File: config.mk
export PLATFORM = sky130hd
export DESIGN_NAME = qspi_req_queue
export DESIGN_NICKNAME = d
export VERILOG_FILES = /design/src/qspi_pkg.sv /design/src/qspi_req_queue.sv
export VERILOG_INCLUDE_DIRS = /design/src /design/src/include
export SDC_FILE = /design/constraint.sdc
export NUM_CORES = 1
export LEC_CHECK = 0
export ABC_AREA = 1
export BUFFER_PORTS_ARGS = -buffer_cell sky130_fd_sc_hd__buf_2
export CORE_MARGIN = 2
export CORE_UTILIZATION = 56
export CTS_BUF_LIST = sky130_fd_sc_hd__clkbuf_8 sky130_fd_sc_hd__clkbuf_16
export DETAILED_ROUTE_END_ITERATION = 8
export HOLD_SLACK_MARGIN = 0.06
export PLACE_DENSITY = 0.84
export SLEW_MARGIN = 20
export SYNTH_ARGS = -nofsm -noshare
export SYNTH_HDL_FRONTEND = slang
export SYNTH_SLANG_ARGS = --single-unit
File: constraint.sdc
create_clock -name clk -period 5.7 [get_ports clk]
set_input_delay 1.425 -clock clk [delete_from_list [all_inputs] [get_ports clk]]
set_output_delay 1.425 -clock clk [all_outputs]
set_load 0.02 [all_outputs]
File: src/include/qspi_consts.svh
// ##################
// quad-SPI controller constants, shared by RTL, model and testbench
// ##################

`ifndef QSPI_CONSTS_SVH
`define QSPI_CONSTS_SVH

// clk cycles per SCK half-period, minus one
`define QSPI_SCK_HALF 32'd8

// flash commands
`define QSPI_CMD_FREADQ 8'hEB
`define QSPI_CMD_QWRITE 8'h38

// SCK cycles between address and read data
`define QSPI_DUMMY_CYC 8

// 24-bit address, one nibble per SCK
`define QSPI_ADR_NIBBLES 6

// request queue entries
`define QSPI_QUEUE_DEPTH 2

`endif

File: src/qspi_pkg.sv
// ##################
// enums shared by the quad-SPI controller blocks
// ##################

`default_nettype none

package qspi_pkg;

	// serial engine phases
	typedef enum logic [2:0] {
		IDLE,
		CMD,
		ADR,
		WR_DATA,
		RD_WAIT,
		RD_DATA
	} qspi_state_e;

	typedef enum logic {
		OP_READ,
		OP_WRITE
	} mem_op_e;

	typedef enum logic [1:0] {
		SZ_BYTE,
		SZ_HALF,
		SZ_WORD
	} acc_size_e;

endpackage

`default_nettype wire

File: src/qspi_req_queue.sv
// ##################
// small circular request buffer, host port in, engine out
// ##################

`default_nettype none

`include "qspi_consts.svh"

module qspi_req_queue (
	input wire clk,
	input wire rst_n,
	input wire push,
	input wire qspi_pkg::mem_op_e push_op,
	input wire qspi_pkg::acc_size_e push_size,
	input wire [23:0] push_adr,
	input wire [31:0] push_wdata,
	input wire pop,
	output logic q_valid,
	output qspi_pkg::mem_op_e q_op,
	output qspi_pkg::acc_size_e q_size,
	output logic [23:0] q_adr,
	output logic [31:0] q_wdata,
	output logic full
);

	localparam int DEPTH = `QSPI_QUEUE_DEPTH;
	localparam int PW = (DEPTH > 1) ? $clog2(DEPTH) : 1;
	localparam int CW = $clog2(DEPTH + 1);

	qspi_pkg::mem_op_e op_mem [DEPTH];
	qspi_pkg::acc_size_e size_mem [DEPTH];
	logic [23:0] adr_mem [DEPTH];
	logic [31:0] wdata_mem [DEPTH];

	logic [PW-1:0] wr_ptr;
	logic [PW-1:0] rd_ptr;
	logic [CW-1:0] count;
	logic do_push;
	logic do_pop;

	// strobe into a full queue is lost
	assign do_push = push && !full;
	assign do_pop = pop && q_valid;

	always_ff @(posedge clk or negedge rst_n) begin
		if (!rst_n) begin
			wr_ptr <= '0;
			rd_ptr <= '0;
			count <= '0;
		end else begin
			if (do_push)
				wr_ptr <= (wr_ptr == PW'(DEPTH - 1)) ? '0 : wr_ptr + 1'b1;
			if (do_pop)
				rd_ptr <= (rd_ptr == PW'(DEPTH - 1)) ? '0 : rd_ptr + 1'b1;
			if (do_push && !do_pop)
				count <= count + 1'b1;
			else if (do_pop && !do_push)
				count <= count - 1'b1;
		end
	end

	always_ff @(posedge clk) begin
		if (do_push) begin
			op_mem[wr_ptr] <= push_op;
			size_mem[wr_ptr] <= push_size;
			adr_mem[wr_ptr] <= push_adr;
			wdata_mem[wr_ptr] <= push_wdata;
		end
	end

	assign q_valid = (count != '0);
	assign full = (count == CW'(DEPTH));
	assign q_op = op_mem[rd_ptr];
	assign q_size = size_mem[rd_ptr];
	assign q_adr = adr_mem[rd_ptr];
	assign q_wdata = wdata_mem[rd_ptr];

	a_no_push_full: assert property (@(posedge clk) disable iff (!rst_n) push |-> !full)
		else $error("CPU request while queue full");
	a_no_pop_empty: assert property (@(posedge clk) disable iff (!rst_n) pop |-> q_valid)
		else $error("engine pop from empty queue");

endmodule

`default_nettype wire

==> results of run 1 <==
==> per-layer routing <==
metal  vias up  part of all wire  GRT usage
met5         -                 0          0
met4         0             0.017     0.0894
met3        12             0.080     0.0726
met2       122              0.52      0.329
met1      1331              0.39      0.223
li1       1408                 -          -
==> worst max-delay path, delay by kind of cell (launching register included) <==
kind,cells,cell delay (ps)
buffers and inverters,2,660
and+or+nand+nor,2,290
DFF,1,650
==> cells in the final DEF, fill, tap and decap left out <==
| cell | count |
|---|---|
| nand3_1 | 1 |
| bufinv_16 | 3 |
| nor2_2 | 1 |
| ha_1 | 1 |
| clkbuf_16 | 16 |
| xnor2_1 | 1 |
| nand3_2 | 1 |
| nor2_4 | 2 |
| dfrtp_1 | 3 |
| clkinvlp_4 | 2 |
| buf_2 | 123 |
| inv_1 | 9 |
| clkbuf_8 | 1 |
| inv_2 | 2 |
| buf_4 | 3 |
| clkinv_2 | 2 |
| nand2_2 | 3 |
| nand2_1 | 185 |
| edfxtp_1 | 118 |
| o21ai_0 | 1 |
| dfrtp_2 | 1 |
| inv_8 | 1 |
| clkinv_1 | 3 |
| nand4_1 | 1 |
==> layout make-up <==
| cell class | count | area (um^2) | share of cell area |
|---|---|---|---|
| repair buffers | 126 | 638 | 0.110 |
| clock buffers | 17 | 414 | 0.0714 |
| well taps | 105 | 131 | 0.0227 |
| clock inverters | 14 | 141 | 0.0244 |
| inverters | 8 | 37.5 | 0.00648 |
| flip-flops and latches | 122 | 3640 | 0.629 |
| multi-input cells | 197 | 790 | 0.136 |
==> state kept, by name (all words and copies together), names as in the netlist <==
signal and count:
op_mem 2, count 2, adr_mem 48, size_mem 4, wr_ptr 1, rd_ptr 1
wdata_mem 64
==> power by group through the flow <==
stage / sequential, mW / combinational [mW] / clock [mW]
final: 1.30 / 1.06 / 0.985
after global routing: 1.32 / 1.17 / 1.05
after CTS: 1.30 / 1.08 / 1.00
after detailed placement: 1.32 / 1.07 / 0
after global placement: 1.31 / 1.05 / 0
after floorplan: 1.29 / 0.795 / 0
==> cells by family (layout without fill, tap and decap cells) <==
family,count (synthesis),after routing
AND/OR/NAND/NOR,194,194
flip-flops,122,122
buffers and inverters,21,165
adder cells (fa/ha/maj),1,1
AO/OA/AOI/OAI,1,1
XOR/XNOR,1,1
==> metrics by stage <==
stage          instances  hold slack, ps  utilization  power (mW)  worst slack, ps
2_1_floorplan        340             442            -        2.09             1220
3_3_place_gp         558             454        0.648        2.36             2500
3_5_place_dp         558             466        0.648        2.39             2490
4_1_cts              589             484        0.716        3.38             2130
5_1_grt              589             513        0.716        3.54             2020
6_report             589             486        0.716        3.35             2150
==> worst paths after layout <==
check | end | cells past startpoint
max | q_wdata[29] | 4
min | count[1]$_DFFE_PN0P_ | 2
max reg2reg | wdata_mem[1][30]$_DFFE_PP_ | 4
min reg2reg | count[1]$_DFFE_PN0P_ | 2
max in group asynchronous | rd_ptr$_DFFE_PN0P_ | 1
min in group asynchronous | count[0]$_DFFE_PN0P_ | 1
==> impl_table.tex, run 1 <==
\begin{tabular}{lr}
\hline
Metric & Value \\
\hline
\multicolumn{2}{l}{\textbf{Synthesis}} \\
\quad Synthesized-area fraction occupied by and/or/nand/nor cells & 0.165 \\
\quad Share of the synthesized area in compound gates (AO/OA/AOI/OAI) & 0.00109 \\
\quad Most used standard cells in the synthesized netlist & nand2\_1 (185), edfxtp\_1 (118), buf\_6 (7) \\
\quad Share of synthesized cell area in full adder, half adder and majority cells & 0.00273 \\
\quad Number of flip-flops and latches in the synthesized netlist & between 100 and 150 \\
\quad Net count after synthesis & slightly above 400 \\
\quad Dominant cell type by area after synthesis & edfxtp\_1 \\
\quad Commonest register cell after synthesis & edfxtp\_1 \\
\quad Most frequently used cell type in the post-synthesis netlist & nand2\_1 \\
\quad Post-synthesis share of cell area spent on xor and xnor gates & 0.00191 \\
\quad Per-instance average area after synthesis & between 10 and 15 um\^{}2 \\
\quad Asr flop ratio synth & 0.0328 \\
\quad Post-synthesis sequential area ratio & 0.794 \\
\quad Dominant combinational cell family by area after synthesis & simple AND/OR/NAND/NOR gates \\
\quad Number of synthesized flops with an enable pin & around 120 \\
\quad Count of mapped cells out of synthesis & 340 \\
\quad Multiplexer fraction of the synthesized cell area & 0 \\
\quad Number of warning messages in the yosys log & 0 \\
\quad Top cells by area in the synthesized netlist & edfxtp\_1 (77\%), nand2\_1 (15\%), dfrtp\_1 (2.2\%) \\
\quad Number of distinct library cells after synthesis & 18 \\
\quad Area share of the largest cell type after synthesis & 0.773 \\
\quad Synthesized area & between 4000 and 5000 um\^{}2 \\
\multicolumn{2}{l}{\textbf{Setup path}} \\
\quad Endpoint required time on the critical path & 4280 ps \\
\quad Crit-path max FO & 42 \\
\quad CP Capture Type & primary output \\
\quad CP dominant cell by count & nand2\_1 \\
\quad Startpoint of the worst setup timing path & rd\_ptr\$\_DFFE\_PN0P\_ \\
\quad Slowest cell on the critical path & dfrtp\_2 \\
\quad Reg2reg setup slack & $\sim$3500 ps \\
\quad Startpoint kind of the worst setup timing path & flop \\
\quad Crit-path max cell delay & around 650 ps \\
\quad Arrival @ worst endpoint & between 2000 and 2500 ps \\
\quad Cell chain of the critical path & buf\_4 -> nand2\_1 -> nand2\_1 -> buf\_2 \\
\quad Worst Setup Path Type & flop to primary output \\
\quad Startpoint of the worst-slack reg-to-reg timing path & count[1]\$\_DFFE\_PN0P\_ \\
\multicolumn{2}{l}{\textbf{Timing}} \\
\quad Shortest period the worst path allows & 3550 ps \\
\quad Part of the cycle the worst path needs & 0.622 \\
\quad RSZ-0062 raised after global routing & false \\
\quad Count of endpoints failing hold in the final timing report & 0 \\
\quad Pins over their slew limit & 0 \\
\quad Final setup viols & 0 \\
\quad Fin Clk Skew & a little under 7 ps \\
\quad Max Fclk & between 200 and 300 MHz \\
\quad Max transition margin & 0.498 \\
\quad Final sum of negative setup slack & 0 ps \\
\quad Pin slew with the least headroom to its limit & 751 ps \\
\multicolumn{2}{l}{\textbf{Detailed routing}} \\
\quad Via count & approximately 2,900 \\
\quad Pre-antenna DRT Iters & 4 \\
\quad DRC viols & 0 \\
\quad Antenna viol nets, final & 0 \\
\quad Routed length per placed instance & 13.9 um \\
\quad Vias per inst & just under 5 \\
\quad Total length of routed wires & 8190 um \\
\quad DRT iter0 DRCs & $\sim$170 \\
\multicolumn{2}{l}{\textbf{Clock network}} \\
\quad Post-CTS Setup Inserts & 0 \\
\quad TritonCTS clock tree & yes \\
\quad Quantity of hold-fixing buffers added after cts & 0 \\
\quad TritonCTS buffer count & 17 \\
\quad CTS Buffer Depth & 2 \\
\quad Clock slew seen by the registers of the worst setup and hold paths & 50 ps \\
\quad Root Buffer Master & clkbuf\_8 \\
\quad Clock H-tree levels & 4 \\
\quad Post\_cts resized & 0 \\
\quad Clock latency on the worst-skew pair & roughly 490 ps \\
\quad Count of clock tree sinks & 122 \\
\multicolumn{2}{l}{\textbf{Placement}} \\
\quad HPWL after DPL & just over 5000 um \\
\quad PortBufs & 123 \\
\quad Final weighted congestion of routability-driven global placement & 0.833 \\
\quad Area post-placement & 5240 um\^{}2 \\
\multicolumn{2}{l}{\textbf{Die}} \\
\quad Starting density of the core & 0.567 \\
\quad Die X & approximately 95 um \\
\quad Standard-cell row count & 33 \\
\quad Core Region & 8090 um\^{}2 \\
\quad Die ar. & 8930 um\^{}2 \\
\quad Height of the chip & 94.5 um \\
\quad I/O pin count & $\sim$120 \\
\multicolumn{2}{l}{\textbf{Power}} \\
\quad Net switching power figure & about 1.2 mW \\
\quad Fraction of power spent switching nets & 0.352 \\
\quad Internal power & approximately 2.2 mW \\
\quad Static leakage power & roughly 2.6 nW \\
\quad Sequential group share of total power & 0.389 \\
\quad Pwr Density & around 580 nW/um\^{}2 \\
\quad Largest vdd supply drop & $\sim$430 uV \\
\quad Fraction of power consumed by the clock network & 0.294 \\
\quad Logic gate share of total power & 0.317 \\
\multicolumn{2}{l}{\textbf{Cells and area}} \\
\quad Diodes inserted & 0 \\
\quad Filler cell count & roughly 540 \\
\quad Area growth from synthesis to layout & 26.4\% \\
\quad Layout cell share with drive strength beyond 1 & 0.333 \\
\quad Finished Cell Area & a little under 6000 um\^{}2 \\
\quad Count of nets after finishing & 536 \\
\multicolumn{2}{l}{\textbf{Min path}} \\
\quad Worst Hold Launch & count[1]\$\_DFFE\_PN0P\_ \\
\quad Type of the worst min-delay path & flop to flop \\
\multicolumn{2}{l}{\textbf{Global routing}} \\
\quad All-layer global routing usage & 0.195 \\
\quad Antenna violations before repair & 0 \\
\quad Via count of the first global-routing pass & 2,714 \\
\quad Global route overflow & 0 \\
\quad Largest net degree at the start of global routing & 61 \\
\quad First-pass GRT wire length & $\sim$13,000 um \\
\multicolumn{2}{l}{\textbf{Status}} \\
\quad Outcome & completed \\
\multicolumn{2}{l}{\textbf{Run}} \\
\quad Max capacitance violation total & 0 \\
\hline
\end{tabular}
Note: power is estimated with default switching activity, not from simulation.
==> inputs of run 2 (changes only) <==
--- a/config.mk
+++ b/config.mk
@@ -9,11 +9,11 @@
 export ABC_AREA = 1
 export BUFFER_PORTS_ARGS = -buffer_cell sky130_fd_sc_hd__buf_2
 export CORE_MARGIN = 2
-export CORE_UTILIZATION = 56
+export CORE_UTILIZATION = 47
 export CTS_BUF_LIST = sky130_fd_sc_hd__clkbuf_8 sky130_fd_sc_hd__clkbuf_16
 export DETAILED_ROUTE_END_ITERATION = 8
 export HOLD_SLACK_MARGIN = 0.06
-export PLACE_DENSITY = 0.84
+export PLACE_DENSITY = 0.76
 export SLEW_MARGIN = 20
 export SYNTH_ARGS = -nofsm -noshare
 export SYNTH_HDL_FRONTEND = slang
==> constraint.sdc (replaced) <==
create_clock -name clk -period 3.15 [get_ports clk]
set_input_delay 0.7875 -clock clk [delete_from_list [all_inputs] [get_ports clk]]
set_output_delay 0.7875 -clock clk [all_outputs]
set_load 0.02 [all_outputs]
==> run 2 against run 1 <==
Net effect:
- worst setup slack worse by 1600 ps
- flip-flop and latch count unchanged
- first-iteration DRC count fell by 26%
- die area rose by 18%
- sequential power increased by 80%
- critical path type unchanged
- largest cell class unchanged
==> impl_table.tex, run 2 (same netlist as run 1, synthesis figures left out) <==
\begin{tabular}{lr}
\hline
Metric & Value \\
\hline
\multicolumn{2}{l}{\textbf{Setup path}} \\
\quad Startpoint kind of the worst setup timing path & flop \\
\quad Worst Setup Path Type & flop to primary output \\
\quad Arrival @ worst endpoint & between 1500 and 2000 ps \\
\quad Endpoint required time on the critical path & around 2400 ps \\
\quad CP Capture Type & primary output \\
\quad Crit-path max FO & 28 \\
\quad Worst reg2reg path depth & 6 \\
\multicolumn{2}{l}{\textbf{Cells and area}} \\
\quad Biggest regs & wdata\_mem (64), adr\_mem (48), size\_mem (4) \\
\quad Count of nets after finishing & around 540 \\
\quad Most common library cell in the layout ignoring fill and taps & nand2\_1 \\
\quad Layout cell share with drive strength beyond 1 & 0.347 \\
\quad Diodes inserted & 0 \\
\quad Area growth from synthesis to layout & 29.4\% \\
\quad Final cell count without fillers & 620 \\
\quad Most flops, register & wdata\_mem \\
\quad Most frequent cells in the layout & nand2\_1 (185), buf\_2 (123), edfxtp\_1 (118) \\
\quad Flip-flop count of the largest register, all copies and words added & 64 \\
\multicolumn{2}{l}{\textbf{Die}} \\
\quad Height of the chip & 103 um \\
\quad Die ar. & 10,600 um\^{}2 \\
\quad I/O pin count & roughly 120 \\
\quad Core Region & roughly 9600 um\^{}2 \\
\quad Die X & slightly above 100 um \\
\quad Starting density of the core & 0.476 \\
\quad Standard-cell row count & 36 \\
\multicolumn{2}{l}{\textbf{Detailed routing}} \\
\quad Pre-antenna DRT Iters & 4 \\
\quad Total length of routed wires & 8260 um \\
\quad Antenna viol nets, final & 0 \\
\quad DRT iter0 DRCs & approximately 130 \\
\quad Routed length per placed instance & 13.3 um \\
\quad Via count & about 2,800 \\
\quad Vias per inst & roughly 4.5 \\
\quad DRC viols & 0 \\
\multicolumn{2}{l}{\textbf{Power}} \\
\quad Static leakage power & about 2.6 nW \\
\quad Largest vdd supply drop & 565 uV \\
\quad Pwr Density & 1050 nW/um\^{}2 \\
\quad Total chip power & 6.26 mW \\
\multicolumn{2}{l}{\textbf{Placement}} \\
\quad DP Cell Count & 587 \\
\quad HPWL after DPL & between 5000 and 6000 um \\
\quad Final weighted congestion of routability-driven global placement & a little over 0.7 \\
\quad PortBufs & around 120 \\
\quad Setup slack after placement & 922 ps \\
\multicolumn{2}{l}{\textbf{Timing}} \\
\quad Final sum of negative setup slack & 0 ps \\
\quad Count of endpoints failing hold in the final timing report & 0 \\
\quad Shortest period the worst path allows & around 2600 ps \\
\quad Pin slew with the least headroom to its limit & 637 ps \\
\quad Pins over their slew limit & 0 \\
\quad Final worst-path setup slack & approximately 570 ps \\
\quad RSZ-0062 raised after global routing & false \\
\quad Part of the cycle the worst path needs & 0.817 \\
\quad Max transition margin & 0.575 \\
\quad Max Fclk & $\sim$390 MHz \\
\quad Fin Clk Skew & between 5 and 6 ps \\
\quad Final setup viols & 0 \\
\multicolumn{2}{l}{\textbf{Clock network}} \\
\quad CTS Buffer Depth & 2 \\
\quad TritonCTS buffer count & 17 \\
\quad Clock H-tree levels & 4 \\
\quad TritonCTS clock tree & yes \\
\quad Clock latency on the worst-skew pair & 500 ps \\
\quad Post-CTS Setup Inserts & 0 \\
\quad Clock slew seen by the registers of the worst setup and hold paths & $\sim$60 ps \\
\quad Root Buffer Master & clkbuf\_8 \\
\quad Count of clock tree sinks & around 120 \\
\multicolumn{2}{l}{\textbf{Global routing}} \\
\quad Antenna violations before repair & 0 \\
\quad First-pass GRT wire length & approximately 13,000 um \\
\quad Global route overflow & 0 \\
\quad All-layer global routing usage & 0.166 \\
\quad Via count of the first global-routing pass & 2,740 \\
\quad Largest net degree at the start of global routing & 61 \\
\multicolumn{2}{l}{\textbf{Status}} \\
\quad Outcome & completed \\
\multicolumn{2}{l}{\textbf{Min path}} \\
\quad Type of the worst min-delay path & input port to flop \\
\quad Number of stages on the worst hold path & 1 \\
\multicolumn{2}{l}{\textbf{Run}} \\
\quad Max capacitance violation total & 0 \\
\hline
\end{tabular}
## run 2: per-layer routing
layer / track usage / up-vias / wire length, um / share of wire
li1: - / 1412 / - / -
met1: 0.194 / 1286 / 3390 / 0.41
met2: 0.269 / 99 / 4030 / 0.49
met3: 0.0753 / 10 / 714 / 0.086
met4: 0.0648 / 0 / 130 / 0.016
met5: 0 / - / 0 / 0
## run 2: report_power, final
| part | internal (mW) | switching, mW | leakage [nW] | total [mW] |
|---|---|---|---|---|
| Clock | 1.28 | 0.677 | 0.280 | 1.96 |
| Sequential | 2.22 | 0.123 | 1.14 | 2.34 |
| Combinational | 0.566 | 1.40 | 1.14 | 1.96 |
| Total | 4.06 | 2.20 | 2.57 | 6.26 |
## run 2: worst paths after layout
kind                                      start                    endpoint  slack (ps)
setup / recovery             rd_ptr$_DFFE_PN0P_                    q_adr[3]         570
hold / removal                    push_wdata[1]   wdata_mem[0][1]$_DFFE_PP_         470
setup reg to reg           count[1]$_DFFE_PN0P_  wdata_mem[0][15]$_DFFE_PP_        1320
hold reg to reg            count[1]$_DFFE_PN0P_        count[1]$_DFFE_PN0P_         470
max in group asynchronous                 rst_n          rd_ptr$_DFFE_PN0P_        2370
min in group asynchronous                 rst_n        count[0]$_DFFE_PN0P_         650
## run 2: what timing repair did
item                      CTS  global route
hold endpoints to repair    1             0
hold buffers                1             0
gates resized for setup     0             0
## run 2: stage by stage
stage | instance area [um^2] | hold WS (ps) | utilization
2_1_floorplan | 4590 | 442 | -
3_3_place_gp | 5310 | 461 | 0.551
3_5_place_dp | 5310 | 459 | 0.551
4_1_cts | 5930 | 445 | 0.616
5_1_grt | 5930 | 446 | 0.616
6_report | 5930 | 467 | 0.616
## run 2: final cells by class
| type | count | area, um^2 |
|---|---|---|
| Fill cell | 784 | 3710 |
| Sequential cell | 122 | 3640 |
| Multi-Input combinational cell | 197 | 790 |
| Timing Repair Buffer | 128 | 681 |
| Clock buffer | 17 | 414 |
| Clock inverter | 15 | 200 |
| Tap cell | 133 | 166 |
| Inverter | 8 | 37.5 |
## run 2: worst max-delay path, stage by stage (launching register included)
cell and delay [ps]:
dfrtp_2 560, buf_4 360, nand2_1 100, nand2_1 90, buf_2 160
==> inputs of run 3 (changes only) <==
--- a/config.mk
+++ b/config.mk
@@ -9,11 +9,11 @@
 export ABC_AREA = 1
 export BUFFER_PORTS_ARGS = -buffer_cell sky130_fd_sc_hd__buf_2
 export CORE_MARGIN = 2
-export CORE_UTILIZATION = 47
+export CORE_UTILIZATION = 52
 export CTS_BUF_LIST = sky130_fd_sc_hd__clkbuf_8 sky130_fd_sc_hd__clkbuf_16
 export DETAILED_ROUTE_END_ITERATION = 8
 export HOLD_SLACK_MARGIN = 0.06
-export PLACE_DENSITY = 0.76
+export PLACE_DENSITY = 0.79
 export SLEW_MARGIN = 20
 export SYNTH_ARGS = -nofsm -noshare
 export SYNTH_HDL_FRONTEND = slang
==> constraint.sdc (replaced) <==
create_clock -name clk -period 2.7 [get_ports clk]
set_input_delay 0.675 -clock clk [delete_from_list [all_inputs] [get_ports clk]]
set_output_delay 0.675 -clock clk [all_outputs]
set_load 0.02 [all_outputs]
==> run 3 against run 2 <==
Net effect:
- global-route usage is 1.4 points higher
- cell area is 2.5% lower
- sequential power is 18% higher
- clock power is 4% lower
- flip-flop and latch count stayed put
- critical path type unchanged
==> impl_table.tex, run 3 (same netlist as run 1, synthesis figures left out) <==
\begin{tabular}{lr}
\hline
Metric & Value \\
\hline
\multicolumn{2}{l}{\textbf{Status}} \\
\quad Outcome & completed \\
\multicolumn{2}{l}{\textbf{Power}} \\
\quad Fraction of power consumed by the clock network & 0.274 \\
\quad Fraction of power spent switching nets & 0.361 \\
\quad Pwr Density & around 1200 nW/um\^{}2 \\
\quad Logic gate share of total power & 0.328 \\
\quad Net switching power figure & between 2 and 2.5 mW \\
\quad Static leakage power & between 2 and 3 nW \\
\quad Sequential group share of total power & 0.398 \\
\quad Internal power & $\sim$4.4 mW \\
\quad Largest vdd supply drop & 722 uV \\
\multicolumn{2}{l}{\textbf{Setup path}} \\
\quad Worst reg2reg path depth & 6 \\
\quad Reg-to-reg critical path endpoint & wdata\_mem[0][28]\$\_DFFE\_PP\_ \\
\quad Crit-path max cell delay & approximately 670 ps \\
\quad Cell chain of the critical path & buf\_4 -> nand2\_1 -> nand2\_1 -> buf\_2 \\
\quad Largest delay contributor family on the critical path & flip-flops \\
\quad Buffers \& Inverters on Critical Path & 2 \\
\quad Startpoint of the worst-slack reg-to-reg timing path & count[1]\$\_DFFE\_PN0P\_ \\
\quad Reg2reg setup slack & 1160 ps \\
\quad Startpoint kind of the worst setup timing path & flop \\
\quad CP Capture Type & primary output \\
\quad Arrival @ worst endpoint & 1850 ps \\
\quad Worst Setup Path Type & flop to primary output \\
\quad Slowest cell on the critical path & dfrtp\_2 \\
\quad Endpoint required time on the critical path & slightly above 2000 ps \\
\quad CP dominant cell by count & nand2\_1 \\
\quad Crit-path max FO & 23 \\
\multicolumn{2}{l}{\textbf{Global routing}} \\
\quad Via count of the first global-routing pass & around 2,900 \\
\quad Largest net degree at the start of global routing & between 60 and 70 \\
\quad All-layer global routing usage & 0.180 \\
\quad Global route overflow & 0 \\
\quad First-pass GRT wire length & 13,200 um \\
\quad Antenna violations before repair & 0 \\
\multicolumn{2}{l}{\textbf{Die}} \\
\quad Height of the chip & about 98 um \\
\quad Starting density of the core & 0.531 \\
\quad Standard-cell row count & 34 \\
\quad I/O pin count & between 100 and 150 \\
\quad Core Region & $\sim$8600 um\^{}2 \\
\quad Die X & 97.9 um \\
\quad Die ar. & 9590 um\^{}2 \\
\multicolumn{2}{l}{\textbf{Cells and area}} \\
\quad Most flops, register & wdata\_mem \\
\quad Count of nets after finishing & 539 \\
\quad Diodes inserted & 0 \\
\quad Layout cell share with drive strength beyond 1 & 0.333 \\
\quad Final cell count without fillers & about 590 \\
\quad Biggest regs & wdata\_mem (64), adr\_mem (48), size\_mem (4) \\
\quad Filler cell count & $\sim$650 \\
\quad Most frequent cells in the layout & nand2\_1 (185), buf\_2 (123), edfxtp\_1 (118) \\
\quad End-of-flow core utilization & 0.670 \\
\quad Area growth from synthesis to layout & 26.1\% \\
\quad Most common library cell in the layout ignoring fill and taps & nand2\_1 \\
\quad Flip-flop count of the largest register, all copies and words added & 64 \\
\multicolumn{2}{l}{\textbf{Clock network}} \\
\quad Clock latency on the worst-skew pair & slightly below 500 ps \\
\quad TritonCTS clock tree & yes \\
\quad Post-CTS Setup Inserts & 0 \\
\quad Clock H-tree levels & 4 \\
\quad Count of clock tree sinks & about 120 \\
\quad Clock slew seen by the registers of the worst setup and hold paths & approximately 60 ps \\
\quad CTS Buffer Depth & 2 \\
\quad Post\_cts resized & 0 \\
\quad Quantity of hold-fixing buffers added after cts & 1 \\
\quad TritonCTS buffer count & 17 \\
\quad Root Buffer Master & clkbuf\_8 \\
\multicolumn{2}{l}{\textbf{Detailed routing}} \\
\quad Via count & between 2,000 and 3,000 \\
\quad Routed length per placed instance & $\sim$14 um \\
\quad Total length of routed wires & just over 8000 um \\
\quad Antenna viol nets, final & 0 \\
\quad Pre-antenna DRT Iters & 4 \\
\quad DRT iter0 DRCs & 133 \\
\quad Vias per inst & about 4.8 \\
\quad DRC viols & 0 \\
\multicolumn{2}{l}{\textbf{Timing}} \\
\quad Pins over their slew limit & 0 \\
\quad Final worst-path setup slack & $\sim$170 ps \\
\quad Part of the cycle the worst path needs & 0.936 \\
\quad Count of endpoints failing hold in the final timing report & 0 \\
\quad Final setup viols & 0 \\
\quad Shortest period the worst path allows & 2530 ps \\
\quad Fin Clk Skew & around 7 ps \\
\quad Pin slew with the least headroom to its limit & roughly 480 ps \\
\quad RSZ-0062 raised after global routing & false \\
\quad Final sum of negative setup slack & 0 ps \\
\quad Max transition margin & 0.677 \\
\quad Max Fclk & roughly 400 MHz \\
\multicolumn{2}{l}{\textbf{Placement}} \\
\quad Final weighted congestion of routability-driven global placement & 0.725 \\
\quad PortBufs & around 120 \\
\quad HPWL after DPL & 5280 um \\
\quad Setup slack after placement & 676 ps \\
\quad DP Cell Count & 563 \\
\multicolumn{2}{l}{\textbf{Min path}} \\
\quad Worst Hold Launch & push\_wdata[2] \\
\quad Number of stages on the worst hold path & 1 \\
\quad Type of the worst min-delay path & input port to flop \\
\quad End of the worst hold path & wdata\_mem[0][2]\$\_DFFE\_PP\_ \\
\multicolumn{2}{l}{\textbf{Run}} \\
\quad Max capacitance violation total & 0 \\
\hline
\end{tabular}
-- run 3: cell types whose count changed in the layout (fill, tap and decap cells not counted), sizes merged --
cell	delta
clkinvlp	-3
bufinv	-3
clkinv	+4
buf	+1
-- run 3: final cells by class --
class,instances,area [um^2],share of cell area
clock buffer,17,414,0.0716
clock inverter,13,88.8,0.0154
multi-input combinational,197,790,0.136
inverter,8,37.5,0.00649
tap,108,135,0.0234
timing repair buffer,129,676,0.117
sequential,122,3640,0.630
-- run 3: power groups by stage --
stage / registers, mW / logic [mW] / clock network (mW)
floorplan: 2.72 / 1.69 / 0
global placement: 2.77 / 2.26 / 0
detailed placement: 2.78 / 2.29 / 0
CTS: 2.75 / 2.31 / 1.93
global route: 2.80 / 2.51 / 1.99
finish: 2.75 / 2.27 / 1.89
-- run 3: worst max path at each step --
stage	start	endpoint	slack (ps)	cells after the start
after global routing	rd_ptr$_DFFE_PN0P_	q_wdata[29]	20	4
after CTS	rd_ptr$_DFFE_PN0P_	q_wdata[1]	140	4
after detailed placement	rd_ptr$_DFFE_PN0P_	q_wdata[1]	680	4
after global placement	rd_ptr$_DFFE_PN0P_	q_wdata[1]	690	4
final	rd_ptr$_DFFE_PN0P_	q_wdata[27]	170	4
after floorplan	push	adr_mem[0][0]$_DFFE_PP_	250	4
-- run 3: layer usage --
layer | global-route usage | wire [um] | vias up
met2 | 0.299 | 4340 | 94
met3 | 0.0573 | 486 | 9
met4 | 0.0748 | 93 | 0
li1 | - | - | 1412
met1 | 0.219 | 3390 | 1314
met5 | 0 | 0 | -
-- run 3: per-stage QoR --
step / hold slack [ps] / instance area, um^2 / power (mW)
after CTS: 342 / 5790 / 6.99
after global routing: 341 / 5790 / 7.29
after global placement: 454 / 5270 / 5.03
after floorplan: 379 / 4590 / 4.40
final: 371 / 5790 / 6.91
after detailed placement: 468 / 5270 / 5.08
